==> src/rtl/iq_des_pkg.sv <==
// iq_des_pkg: shared widths, sample and quad types for the I/Q quad deserializer
`default_nettype none

package iq_des_pkg;

  ////////////////////////////////////////////////////////////////////////////
  // widths
  ////////////////////////////////////////////////////////////////////////////

  // one complex sample, I in upper half, Q in lower half
  localparam int SAMPLE_WIDTH = 32;
  // samples per quad word
  localparam int LANES        = 4;
  // full quad word, lane 0 in low bits
  localparam int QUAD_WIDTH   = SAMPLE_WIDTH * LANES;
  // saturating drop counter
  localparam int DROP_WIDTH   = 16;

  ////////////////////////////////////////////////////////////////////////////
  // plain vector types
  ////////////////////////////////////////////////////////////////////////////

  typedef logic [SAMPLE_WIDTH-1:0]     sample_t;
  typedef logic [$clog2(LANES)-1:0]    lane_t;
  typedef logic [QUAD_WIDTH-1:0]       quad_t;
  typedef logic [DROP_WIDTH-1:0]       drop_count_t;

  ////////////////////////////////////////////////////////////////////////////
  // struct types between blocks
  ////////////////////////////////////////////////////////////////////////////

  // tagged sample, lane tracker to packer (35 bits)
  typedef struct packed {
    sample_t sample;
    lane_t   lane;
    logic    last;
  } iq_beat_t;

  // packed word, packer to output stage (129 bits)
  typedef struct packed {
    quad_t data;
    logic  last;
  } quad_beat_t;

endpackage

`default_nettype wire
==> src/rtl/iq_quad_des.sv <==
// iq_quad_des: AXI-stream deserializer packing four I/Q samples into one 128-bit word
`default_nettype none
`timescale 1ns/1ns

module iq_quad_des (
  input  logic                     m_axis_clk,
  input  logic                     rst,

  // slave stream, one sample per beat
  input  logic                     s_axis_tvalid,
  output logic                     s_axis_tready,
  input  iq_des_pkg::sample_t      s_axis_tdata,
  input  logic                     s_axis_tlast,

  // master stream, one quad word per beat
  output logic                     m_axis_tvalid,
  input  logic                     m_axis_tready,
  output iq_des_pkg::quad_t        m_axis_tdata,
  output logic                     m_axis_tlast,

  output iq_des_pkg::drop_count_t  drop_count
);

  // lane tracker to packer
  logic                    beat_valid;
  iq_des_pkg::iq_beat_t    beat;

  // packer to output stage
  logic                    quad_valid;
  iq_des_pkg::quad_beat_t  quad;

  ////////////////////////////////////////////////////////////////////////////
  // input, packing, output
  ////////////////////////////////////////////////////////////////////////////

  iq_lane_track u_lane_track (
    .m_axis_clk    (m_axis_clk),
    .rst           (rst),
    .s_axis_tvalid (s_axis_tvalid),
    .s_axis_tready (s_axis_tready),
    .s_axis_tdata  (s_axis_tdata),
    .s_axis_tlast  (s_axis_tlast),
    .beat_valid    (beat_valid),
    .beat          (beat)
  );

  iq_quad_pack u_quad_pack (
    .m_axis_clk (m_axis_clk),
    .rst        (rst),
    .beat_valid (beat_valid),
    .beat       (beat),
    .quad_valid (quad_valid),
    .quad       (quad)
  );

  // holds one word, drops while stalled
  iq_quad_out u_quad_out (
    .m_axis_clk    (m_axis_clk),
    .rst           (rst),
    .quad_valid    (quad_valid),
    .quad          (quad),
    .m_axis_tvalid (m_axis_tvalid),
    .m_axis_tready (m_axis_tready),
    .m_axis_tdata  (m_axis_tdata),
    .m_axis_tlast  (m_axis_tlast),
    .drop_count    (drop_count)
  );

endmodule

`default_nettype wire

==> src/rtl/iq_quad_out.sv <==
// iq_quad_out: master-stream holding register with drop-on-busy policy and drop counter
`default_nettype none
`timescale 1ns/1ns

module iq_quad_out (
  input  logic                     m_axis_clk,
  input  logic                     rst,

  // completed word from the packer
  input  logic                     quad_valid,
  input  iq_des_pkg::quad_beat_t   quad,

  // master stream
  output logic                     m_axis_tvalid,
  input  logic                     m_axis_tready,
  output iq_des_pkg::quad_t        m_axis_tdata,
  output logic                     m_axis_tlast,

  // saturating count of discarded words
  output iq_des_pkg::drop_count_t  drop_count
);

  // holding register
  logic                    hold_valid;
  iq_des_pkg::quad_beat_t  hold;

  logic transfer;
  logic load;
  logic drop;
  logic drop_sat;

  // handshake on the master side
  assign transfer = hold_valid & m_axis_tready;
  // slot free, or freed this cycle
  assign load     = quad_valid & (~hold_valid | m_axis_tready);
  // slot busy and stalled, new word lost
  assign drop     = quad_valid & hold_valid & ~m_axis_tready;
  assign drop_sat = (drop_count == {iq_des_pkg::DROP_WIDTH{1'b1}});

  ////////////////////////////////////////////////////////////////////////////
  // valid and payload
  ////////////////////////////////////////////////////////////////////////////

  always_ff @(posedge m_axis_clk) begin
    if (rst) begin
      hold_valid <= 1'b0;
    end else if (load) begin
      hold_valid <= 1'b1;
    end else if (transfer) begin
      // sent with nothing behind it
      hold_valid <= 1'b0;
    end
  end

  // data and last only change on a load, so stable while stalled
  always_ff @(posedge m_axis_clk) begin
    if (load) begin
      hold <= quad;
    end
  end

  ////////////////////////////////////////////////////////////////////////////
  // drop counter
  ////////////////////////////////////////////////////////////////////////////

  always_ff @(posedge m_axis_clk) begin
    if (rst) begin
      drop_count <= '0;
    end else if (drop && !drop_sat) begin
      drop_count <= drop_count + 1'b1;
    end
  end

  assign m_axis_tvalid = hold_valid;
  assign m_axis_tdata  = hold.data;
  assign m_axis_tlast  = hold.last;

endmodule

`default_nettype wire

==> src/rtl/iq_quad_pack.sv <==
// iq_quad_pack: assembles tagged I/Q samples into quad words, zero-filling short bursts
`default_nettype none
`timescale 1ns/1ns

module iq_quad_pack (
  input  logic                    m_axis_clk,
  input  logic                    rst,

  // tagged beat from the lane tracker
  input  logic                    beat_valid,
  input  iq_des_pkg::iq_beat_t    beat,

  // completed word toward the output stage
  output logic                    quad_valid,
  output iq_des_pkg::quad_beat_t  quad
);

  // assembly register, viewed as lane slots
  // slot 0 sits in the low bits of the quad word
  iq_des_pkg::sample_t [iq_des_pkg::LANES-1:0] slots_q;
  iq_des_pkg::sample_t [iq_des_pkg::LANES-1:0] slots_next;

  // beat closes the word
  logic word_done;

  ////////////////////////////////////////////////////////////////////////////
  // slot write and completion
  ////////////////////////////////////////////////////////////////////////////

  // incoming sample merged into the current slots
  always_comb begin
    slots_next = slots_q;
    slots_next[beat.lane] = beat.sample;
  end

  // full on lane 3, short on a burst end
  assign word_done = beat_valid &
                     (beat.last ||
                      (beat.lane == iq_des_pkg::lane_t'(iq_des_pkg::LANES - 1)));

  ////////////////////////////////////////////////////////////////////////////
  // assembly register
  ////////////////////////////////////////////////////////////////////////////

  always_ff @(posedge m_axis_clk) begin
    if (rst) begin
      slots_q <= '0;
    end else if (word_done) begin
      // cleared after issue
      // unwritten lanes of a short burst go out as zero
      slots_q <= '0;
    end else if (beat_valid) begin
      slots_q <= slots_next;
    end
  end

  ////////////////////////////////////////////////////////////////////////////
  // quad pulse
  ////////////////////////////////////////////////////////////////////////////

  always_ff @(posedge m_axis_clk) begin
    if (rst) begin
      quad_valid <= 1'b0;
    end else begin
      // one cycle per completed word, no ready
      quad_valid <= word_done;
    end
  end

  // word payload, includes the closing sample
  always_ff @(posedge m_axis_clk) begin
    if (word_done) begin
      quad.data <= iq_des_pkg::quad_t'(slots_next);
      // last follows the closing beat
      quad.last <= beat.last;
    end
  end

endmodule

`default_nettype wire

==> src/rtl/iq_lane_track.sv <==
// iq_lane_track: accepts slave-stream samples and tags each with lane index and burst end
`default_nettype none
`timescale 1ns/1ns

module iq_lane_track (
  input  logic                  m_axis_clk,
  input  logic                  rst,

  // slave stream
  input  logic                  s_axis_tvalid,
  output logic                  s_axis_tready,
  input  iq_des_pkg::sample_t   s_axis_tdata,
  input  logic                  s_axis_tlast,

  // tagged beat toward the packer
  output logic                  beat_valid,
  output iq_des_pkg::iq_beat_t  beat
);

  // lane the next accepted sample lands in
  iq_des_pkg::lane_t lane_q;
  // last lane of a quad word
  logic              lane_wrap;
  logic              accept;

  // no backpressure on the input side, no fifo either
  assign s_axis_tready = 1'b1;
  assign accept        = s_axis_tvalid & s_axis_tready;
  assign lane_wrap     = (lane_q == iq_des_pkg::lane_t'(iq_des_pkg::LANES - 1));

  ////////////////////////////////////////////////////////////////////////////
  // lane index and beat strobe
  ////////////////////////////////////////////////////////////////////////////

  always_ff @(posedge m_axis_clk) begin
    if (rst) begin
      lane_q     <= '0;
      beat_valid <= 1'b0;
    end else begin
      // one-cycle pulse per accepted sample
      beat_valid <= accept;
      if (accept) begin
        // burst end forces next burst into lane 0
        if (s_axis_tlast || lane_wrap) begin
          lane_q <= '0;
        end else begin
          lane_q <= lane_q + 1'b1;
        end
      end
      // idle cycles hold the lane
    end
  end

  ////////////////////////////////////////////////////////////////////////////
  // beat payload
  ////////////////////////////////////////////////////////////////////////////

  always_ff @(posedge m_axis_clk) begin
    if (accept) begin
      beat.sample <= s_axis_tdata;
      beat.lane   <= lane_q;
      beat.last   <= s_axis_tlast;
    end
  end

endmodule

`default_nettype wire

==> config.mk <==
export PLATFORM = sky130hd
export DESIGN_NAME = iq_quad_des
export DESIGN_NICKNAME = d
export VERILOG_FILES = /design/src/rtl/iq_des_pkg.sv /design/src/rtl/iq_quad_des.sv /design/src/rtl/iq_quad_out.sv /design/src/rtl/iq_quad_pack.sv /design/src/rtl/iq_lane_track.sv
export SDC_FILE = /design/constraint.sdc
export NUM_CORES = 1
export LEC_CHECK = 0
export BUFFER_PORTS_ARGS = -buffer_cell sky130_fd_sc_hd__buf_2
export CAP_MARGIN = 20
export CORE_AREA = 4 4 213 215
export DETAILED_ROUTE_END_ITERATION = 7
export DIE_AREA = 0 0 217 219
export SLEW_MARGIN = 30
export SYNTH_ARGS = -nofsm -noshare
export SYNTH_HDL_FRONTEND = slang
export SYNTH_HIERARCHICAL = 1
export SYNTH_SLANG_ARGS = --single-unit
==> constraint.sdc <==
create_clock -name m_axis_clk -period 29.4 [get_ports m_axis_clk]
set_clock_uncertainty 0.05 [all_clocks]
set_input_delay 4.41 -clock m_axis_clk [delete_from_list [all_inputs] [get_ports m_axis_clk]]
set_output_delay 4.41 -clock m_axis_clk [all_outputs]
set_load 0.01 [all_outputs]
Word-level counts from Yosys, hierarchy flattened

Index checks and enable logic that the tools add are counted.

Register bits after elaboration: 442
Input bits: 37
Output and inout bits: 147
Word-level logic and storage cells: 44

$add $sub $neg: 2
Order comparisons: 2
Eq/ne operators: 3
Mux-type cells: 6
Bitwise gates (word level): 8
Reductions and logical operators: 7

Operator list:

| kind                    | number |
|---|---|
| $bwmux W128             | 1 |
| $demux W32 S2           | 1 |
| $mux W32                | 1 |
| $add A16 B1 Y16 const B | 1 |
| $eq A16 B16 Y1 const B  | 1 |
| $and A1 B1 Y1           | 5 |
| $eq A2 B2 Y1 const B    | 2 |
| $lt A2 B3 Y1 const B    | 1 |
| $add A2 B1 Y2 const B   | 1 |
| $ge A2 B1 Y1 const B    | 1 |
| $logic_and A1 B1 Y1     | 2 |
| $logic_or A1 B1 Y1      | 2 |
| $mux W1                 | 2 |
| $mux W2                 | 1 |
| $not A1 Y1              | 2 |
| $reduce_bool A2 Y1      | 1 |
| $reduce_or A2 Y1        | 1 |
| $logic_not A1 Y1        | 1 |
| $or A1 B1 Y1            | 1 |

Longest topological paths before layout

Gate-level depths: netlist (run 1).

Depth in word-level cells: 5
Depth in mapped cells: 6
Gate-level depth less buffers: 5

Hierarchy

Netlist (run 1), hierarchy kept.

By module, submodules not included:

| module        | instances | cells an instance | area an instance (µm²) | seq. area each (µm²) |
|---|---|---|---|---|
| iq_quad_pack  | 1         | 845               | 10375.0                | 6456.2 |
| iq_quad_out   | 1         | 235               | 4818.4                 | 4214.0 |
| iq_lane_track | 1         | 48                | 1186.1                 | 1111.1 |

Worst setup path before layout (run 1)

OpenSTA, ideal clock, no wires.

Path type: input to register
Start point: input port m_axis_tready
End point: register u_quad_out.hold (netlist bit u_quad_out/m_axis_tdata[0]), enable pin
Setup time: 0.814 ns
Arrival time: 13.760 ns
Data required time: 28.536 ns
Path slack: 14.777 ns
Cell stages on the path: 2
Path buffers: 0
Cells stage by stage: inv_1 > a21boi_0

Cells in the longest elaborated chain, start to end: 2

RTL lines:

| item                   | line              | text |
|---|---|---|
| start: declaration     | iq_quad_des.sv:17 | `input logic m_axis_tready,` |
| $or A1 B1 Y1           | iq_quad_out.sv:35 | `assign load = quad_valid & (~hold_valid \| m_axis_tready);` |
| $and A1 B1 Y1          | iq_quad_out.sv:35 |  |
| net u_quad_out.load    | iq_quad_out.sv:28 | `logic load;` |
| end signal: assignment | iq_quad_out.sv:58 | `hold <= quad;` |
| end: declaration       | iq_quad_out.sv:25 | `iq_des_pkg::quad_beat_t hold;` |

The timed path passes the listed nets, and every way through them passes these cells.
A chain may end at the register's enable or synchronous reset.

Worst setup path after layout (run 1)

Start point: input port rst
End point: register u_quad_pack/slots_q[3] (netlist bit)

Cells in the longest elaborated chain, start to end: 1

RTL lines:

| item                              | line               | text |
|---|---|---|
| start: declaration                | iq_quad_des.sv:7   | `input logic rst,` |
| $reduce_or A2 Y1 (no source line) | -                  |  |
| end signal: assignment            | iq_quad_pack.sv:53 | `slots_q <= slots_next;` |
| end: declaration                  | iq_quad_pack.sv:20 | `iq_des_pkg::sample_t [iq_des_pkg::LANES-1:0] slots_q;` |

No other way between the ends.

==> flow_metrics.env, run 1 <==
export IMPL_port_buffers=182
export IMPL_cts_resized=0
export IMPL_synthCells=1128
export IMPL_syn_num_nets=1167
export IMPL_post_route_period_util=0.2049
export IMPL_coreArea_um2=43740
export IMPL_drc=0
export IMPL_wl_per_cell_um=18.86
export IMPL_tightestPinTransition_ns=0.9416
export IMPL_root_buffer="clkbuf_16"
export IMPL_timing_hold_ws_ns=0.3634
export IMPL_period_needed_ns=6.023
export IMPL_cts_buffers=45
export IMPL_cts_tree="yes"
export IMPL_wl_um=36470
export IMPL_fp_dieArea_um2=47520
export IMPL_num_vias=9218
export IMPL_first_iter_violations=580
export IMPL_power_density_nw_per_um2=70.13
export IMPL_h_tree_depth=2
export IMPL_fmax_mhz=166.0
export IMPL_rr_endpoint="u_quad_pack/quad[32]$_DFFE_PP_"
export IMPL_grt_overflow=0
export IMPL_whs_path_depth=0
export IMPL_p_seq_frac=0.513
export IMPL_slew_headroom=0.3723
export IMPL_grt_pass1_wl_um=56220
export IMPL_rsz0062_at_grt="no"
export IMPL_drtAntennaViolNets=0
export IMPL_combPwrFrac=0.040
export IMPL_num_io_pins=184
export IMPL_maxSlewViolCount=0
export IMPL_crit_arrival_ns=6.42
export IMPL_cp_required_ns=29.80
export IMPL_clock_sinks=442
export IMPL_yosysTopAreaCell="edfxtp_1"
export IMPL_synthTopCellsByCount="293 x edfxtp_1, 262 x nand2_1, 149 x dfxtp_1"
export IMPL_endpoint_kind="flip-flop"
export IMPL_synth_flop_cell="edfxtp_1"
export IMPL_endpoint="u_quad_pack/slots_q[3]$_SDFFE_PP0P_"
export IMPL_tns_ns=0
export IMPL_finalSetupViolations=0
export IMPL_nets=1345
export IMPL_die_y_um=219
export IMPL_first_pass_iters=5
export IMPL_hold_path_class="reg -> reg"
export IMPL_timing_rr_start="u_lane_track/beat[2]$_DFFE_PP_"
export IMPL_dpl_hpwl_um=21770
export IMPL_cp_startpoint="rst"
export IMPL_synth_top_cell_area_share=0.5372
export IMPL_avgSynthCellArea_um2=14.52
export IMPL_yosysWarnings=6
export IMPL_clkPwrFrac=0.448
export IMPL_grt_pass1_vias=9382
export IMPL_post_synth_top_count_cell="edfxtp_1"
export IMPL_crit_fanout=46
export IMPL_p_sw_w=0.0002799
export IMPL_p_leak_nw=6.751
export IMPL_syn_to_final_growth_pct=18.43
export IMPL_worstSetupStartpointType="primary input"
export IMPL_critical_path_class="in -> reg"
export IMPL_synth_edff_count=293
export IMPL_maxCapViolCount=0
export IMPL_synthTopCellsByArea="edfxtp_1 54%, dfxtp_1 18%, mux2_2 8.7%"
export IMPL_die_x_um=217
export IMPL_syn_area_um2=16380
export IMPL_rr_worst_depth=3
export IMPL_synth_cell_types=49
export IMPL_start_util=0.3745
export IMPL_vias_per_cell=4.766
export IMPL_regToRegSetupSlack_ns=26.33
export IMPL_antennaDiodeCount=0
export IMPL_ir_worst_vdd_mv=0.03044
export IMPL_clk_latency_ns=0.57
export IMPL_synth_seq_area_share=0.7193
export IMPL_ctsHoldBuffers=0
export IMPL_antenna_found_initial=1
export IMPL_async_flop_share=0
export IMPL_track_usage=0.1527
export IMPL_place_congestion=0.7784
export IMPL_grt_max_degree=80
export IMPL_status="completed"
export IMPL_clkTransAtPathRegs_ns=0.06
export IMPL_hold_viol=0
export IMPL_ys_ff_latch=442
export IMPL_switching_share=0.2057
export IMPL_clk_path_buf_depth=3
export IMPL_post_cts_buffers=0
export IMPL_layout_drive_gt1_share=0.3763
export IMPL_p_int_w=0.001081
export IMPL_rows=77
[critical path, stage by stage]
cell and delay (ns):
buf_2 0.38, a21o_4 0.39, buf_16 0.32, buf_4 0.50, buf_12 0.31, a21oi_1 0.07
[cell usage in the layout, fill, tap and decap left out, types with 8 or more instances in the layout]
cell type    n
a21oi_1     41
a21oi_2    100
buf_2      182
buf_4       10
bufinv_16   10
clkbuf_1    12
clkbuf_16   45
dfxtp_1    149
edfxtp_1   293
mux2_2     126
nand2_1    261
nor2_1       8
[area by class of cell]
class / instances / area [um^2]
well taps: 592 / 740.7
clock inverters: 24 / 399.1
fillers: 3974 / 24340
clock buffers: 59 / 1199
multi-input cells: 617 / 4207
repair buffers: 196 / 1056
flip-flops and latches: 442 / 11780
inverters: 4 / 15.01
[through the flow]
| stage | setup WS, ns | cells | instance area [um^2] | total power [W] | utilization |
|---|---|---|---|---|---|
| finish | 23.38 | 1934 | 19400 | 0.001360 | 0.4435 |
| global route | 23.25 | 1934 | 19400 | 0.001412 | 0.4435 |
| CTS | 23.09 | 1931 | 19330 | 0.001378 | 0.4419 |
| detailed placement | 22.46 | 1848 | 17730 | 0.0007646 | 0.4053 |
| global placement | 22.51 | 1848 | 17730 | 0.0007634 | 0.4053 |
| floorplan | 14.78 | 1128 | 16380 | 0.0007450 | - |
[metal layers]
metal / track usage / vias up / share of wire
li1: - / 4424 / -
met1: 0.2107 / 4535 / 0.45
met2: 0.2459 / 208 / 0.48
met3: 0.02908 / 49 / 0.048
met4: 0.04897 / 2 / 0.023
met5: 0 / - / 0.00036
[cell families (layout without fill, tap and decap cells)]
| family | Yosys count | count (layout) | share of synthesized area |
|---|---|---|---|
| flops | 442 | 442 | 0.7193 |
| simple gates | 321 | 321 | 0.08556 |
| mux | 131 | 131 | 0.08999 |
| compound gates | 161 | 161 | 0.07478 |
| buf+inv | 69 | 283 | 0.02811 |
| other cells | 1 | 1 | 0.0002289 |
| xor+xnor | 1 | 1 | 0.0005348 |
| fa+ha+maj | 2 | 2 | 0.001528 |
[power by group through the flow]
stage / registers, W / clock network [W] / logic, W
after floorplan: 0.000709 / 0 / 0.0000363
after global placement: 0.000710 / 0 / 0.0000530
after detailed placement: 0.000711 / 0 / 0.0000534
after CTS: 0.000698 / 0.000626 / 0.0000538
after global routing: 0.000700 / 0.000653 / 0.0000589
final: 0.000698 / 0.000609 / 0.0000538
[flip-flops by register name (all words and copies together) (netlist names)]
signal and cells:
u_quad_out/m_axis_tdata 128, u_quad_pack/slots_q 128, u_quad_pack/quad_valid 1, u_lane_track/beat_valid 1
u_quad_out/drop_count 16, u_lane_track/lane_q 2, u_quad_pack/quad 129, u_quad_out/m_axis_tvalid 1
u_quad_out/m_axis_tlast 1, u_lane_track/beat 35
[worst min path at each step]
stage                     slack (ns)                                endpoint                       startpoint
final                           0.36   u_quad_out/m_axis_tdata[79]$_DFFE_PP_   u_quad_pack/quad[80]$_DFFE_PP_
after global placement          0.35   u_quad_out/m_axis_tdata[79]$_DFFE_PP_   u_quad_pack/quad[80]$_DFFE_PP_
after detailed placement        0.35  u_quad_out/m_axis_tdata[112]$_DFFE_PP_  u_quad_pack/quad[113]$_DFFE_PP_
after floorplan                 0.35    u_quad_out/m_axis_tdata[0]$_DFFE_PP_    u_quad_pack/quad[1]$_DFFE_PP_
after CTS                       0.36   u_quad_out/m_axis_tdata[10]$_DFFE_PP_   u_quad_pack/quad[11]$_DFFE_PP_
after global routing            0.37   u_quad_out/m_axis_tdata[82]$_DFFE_PP_   u_quad_pack/quad[83]$_DFFE_PP_
Power figures use the tool's default switching activity.
==> run 2, diff against run 1 <==
==> constraint.sdc (replaced) <==
create_clock -name m_axis_clk -period 5.2 [get_ports m_axis_clk]
set_clock_uncertainty 0.05 [all_clocks]
set_input_delay 0.78 -clock m_axis_clk [delete_from_list [all_inputs] [get_ports m_axis_clk]]
set_output_delay 0.78 -clock m_axis_clk [all_outputs]
set_load 0.01 [all_outputs]
==> run 2 against run 1 <==
  * Total power rose to 5.6 times the previous value
  * Combinational power rose to 5.8 times the previous value
  * Count of clock-buffer cells in the layout up 9
  * Critical path depth down 2
  * Critical endpoint is now u_quad_pack/slots_q[2]$_SDFFE_PP0P_
  * Sequential power rose to 5.7 times the previous value
  * Largest cell class unchanged
  * Global-route usage down 0.24 points
  * Cell area up 0.26%
  * Worst setup slack worse by 21 ns
  * Sequential cell count unchanged
  * Final cell count up 0.31%
  * Non-clock buffer count up 2
==> flow_metrics.env, run 2 (same netlist as run 1, synthesis figures left out) <==
export IMPL_fmax_mhz=417.9
export IMPL_root_buffer="clkbuf_16"
export IMPL_worstSetupStartpointType="flip-flop"
export IMPL_timing_hold_ws_ns=0.3378
export IMPL_timing_rr_start="u_lane_track/beat[2]$_DFFE_PP_"
export IMPL_maxSlewViolCount=0
export IMPL_place_congestion=0.8155
export IMPL_critical_path_class="reg -> reg"
export IMPL_p_leak_nw=6.770
export IMPL_final_cell_mix="293 x edfxtp_1, 261 x nand2_1, 182 x buf_2, 149 x dfxtp_1, 126 x mux2_2"
export IMPL_power_w=0.007639
export IMPL_rsz0062_at_grt="no"
export IMPL_clk_path_buf_depth=3
export IMPL_clock_sinks=442
export IMPL_first_iter_violations=550
export IMPL_power_density_nw_per_um2=392.8
export IMPL_ctsHoldBuffers=0
export IMPL_finalSetupViolations=0
export IMPL_num_vias=9338
export IMPL_cts_resized=0
export IMPL_crit_arrival_ns=2.77
export IMPL_period_needed_ns=2.393
export IMPL_fp_dieArea_um2=47520
export IMPL_crit_fanout=41
export IMPL_endpoint_kind="flip-flop"
export IMPL_tns_ns=0
export IMPL_maxCapViolCount=0
export IMPL_clk_latency_ns=0.56
export IMPL_slew_headroom=0.3595
export IMPL_ir_worst_vdd_mv=0.2049
export IMPL_rows=77
export IMPL_crit_slowest_cell="edfxtp_1"
export IMPL_postLayoutCellArea_um2=19450
export IMPL_die_x_um=217
export IMPL_wl_um=36250
export IMPL_layout_drive_gt1_share=0.3794
export IMPL_post_cts_buffers=0
export IMPL_nets=1348
export IMPL_hold_viol=0
export IMPL_grt_max_degree=120
export IMPL_final_common_cell="edfxtp_1"
export IMPL_h_tree_depth=2
export IMPL_first_pass_iters=5
export IMPL_cts_buffers=46
export IMPL_top_register="u_quad_pack/quad"
export IMPL_hold_path_class="in -> reg"
export IMPL_grt_pass1_vias=9502
export IMPL_place_area_um2=17870
export IMPL_cp_required_ns=5.58
export IMPL_clkTransAtPathRegs_ns=0.06
export IMPL_num_io_pins=184
export IMPL_coreArea_um2=43740
export IMPL_holdCritStartpoint="s_axis_tdata[23]"
export IMPL_grt_overflow=0
export IMPL_antenna_found_initial=1
export IMPL_dpl_hpwl_um=22060
export IMPL_port_buffers=182
export IMPL_syn_to_final_growth_pct=18.73
export IMPL_largest_reg_flops=129
export IMPL_start_util=0.3745
export IMPL_place_worst_setup_slack_ns=2.530
export IMPL_cp_startpoint="u_lane_track/beat[2]$_DFFE_PP_"
export IMPL_cpPeakStageDelay_ns=0.70
export IMPL_status="completed"
export IMPL_crit_chain="a21o_1 > a21o_4 > buf_4 > a21oi_1"
export IMPL_vias_per_cell=4.813
export IMPL_die_y_um=219
export IMPL_crit_family="compound AO/OA/AOI/OAI gates"
export IMPL_setup_ws_ns=2.807
export IMPL_drc=0
export IMPL_grt_pass1_wl_um=55770
export IMPL_n_fill_cell=3911
export IMPL_tightestPinTransition_ns=0.9573
export IMPL_drtAntennaViolNets=0
export IMPL_track_usage=0.1504
export IMPL_cts_tree="yes"
export IMPL_crit_buf_inv=1
export IMPL_post_route_period_util=0.4601
export IMPL_wl_per_cell_um=18.69
-- run 2: cell types whose count changed in the layout (fill, tap and decap cells not counted), sizes merged --
cell      delta
clkbuf       +9
bufinv       -5
clkinv       -3
buf          +2
clkinvlp     +1
diode        +1
inv          +1
-- run 2: cell type report --
class	count	area (um^2)	share of cell area
sequential	442	11780	0.6058
multi-input combinational	617	4202	0.2160
clock buffer	68	1348	0.06929
timing repair buffer	198	1131	0.05816
tap	592	740.7	0.03809
clock inverter	18	227.7	0.01171
inverter	4	15.01	0.0007721
antenna	1	2.502	0.0001287
-- run 2: path summary, 6_finish.rpt --
path	to	slack, ns	cells past startpoint
setup / recovery	u_quad_pack/slots_q[2]$_SDFFE_PP0P_	2.81	4
setup reg to reg	u_quad_pack/slots_q[2]$_SDFFE_PP0P_	2.81	4
hold reg to reg	u_quad_out/m_axis_tdata[120]$_DFFE_PP_	0.37	0
hold / removal	u_lane_track/beat[26]$_DFFE_PP_	0.34	1
-- run 2: layer usage --
layer | track usage | wire length (um)
met1 | 0.2001 | 16230
met2 | 0.2401 | 16880
met3 | 0.03545 | 2157
met4 | 0.05851 | 988
met5 | 0 | 0
-- run 2: metrics by stage --
step,utilization,cells
floorplan,-,1128
global placement,0.4056,1848
detailed placement,0.4085,1853
CTS,0.4445,1939
global route,0.4446,1939
finish,0.4446,1940
-- run 2: power breakdown --
group          switching (W)  total (W)  internal (W)
Sequential         0.0000840    0.00395       0.00386
Combinational       0.000189   0.000310      0.000122
Clock                0.00133    0.00338       0.00205
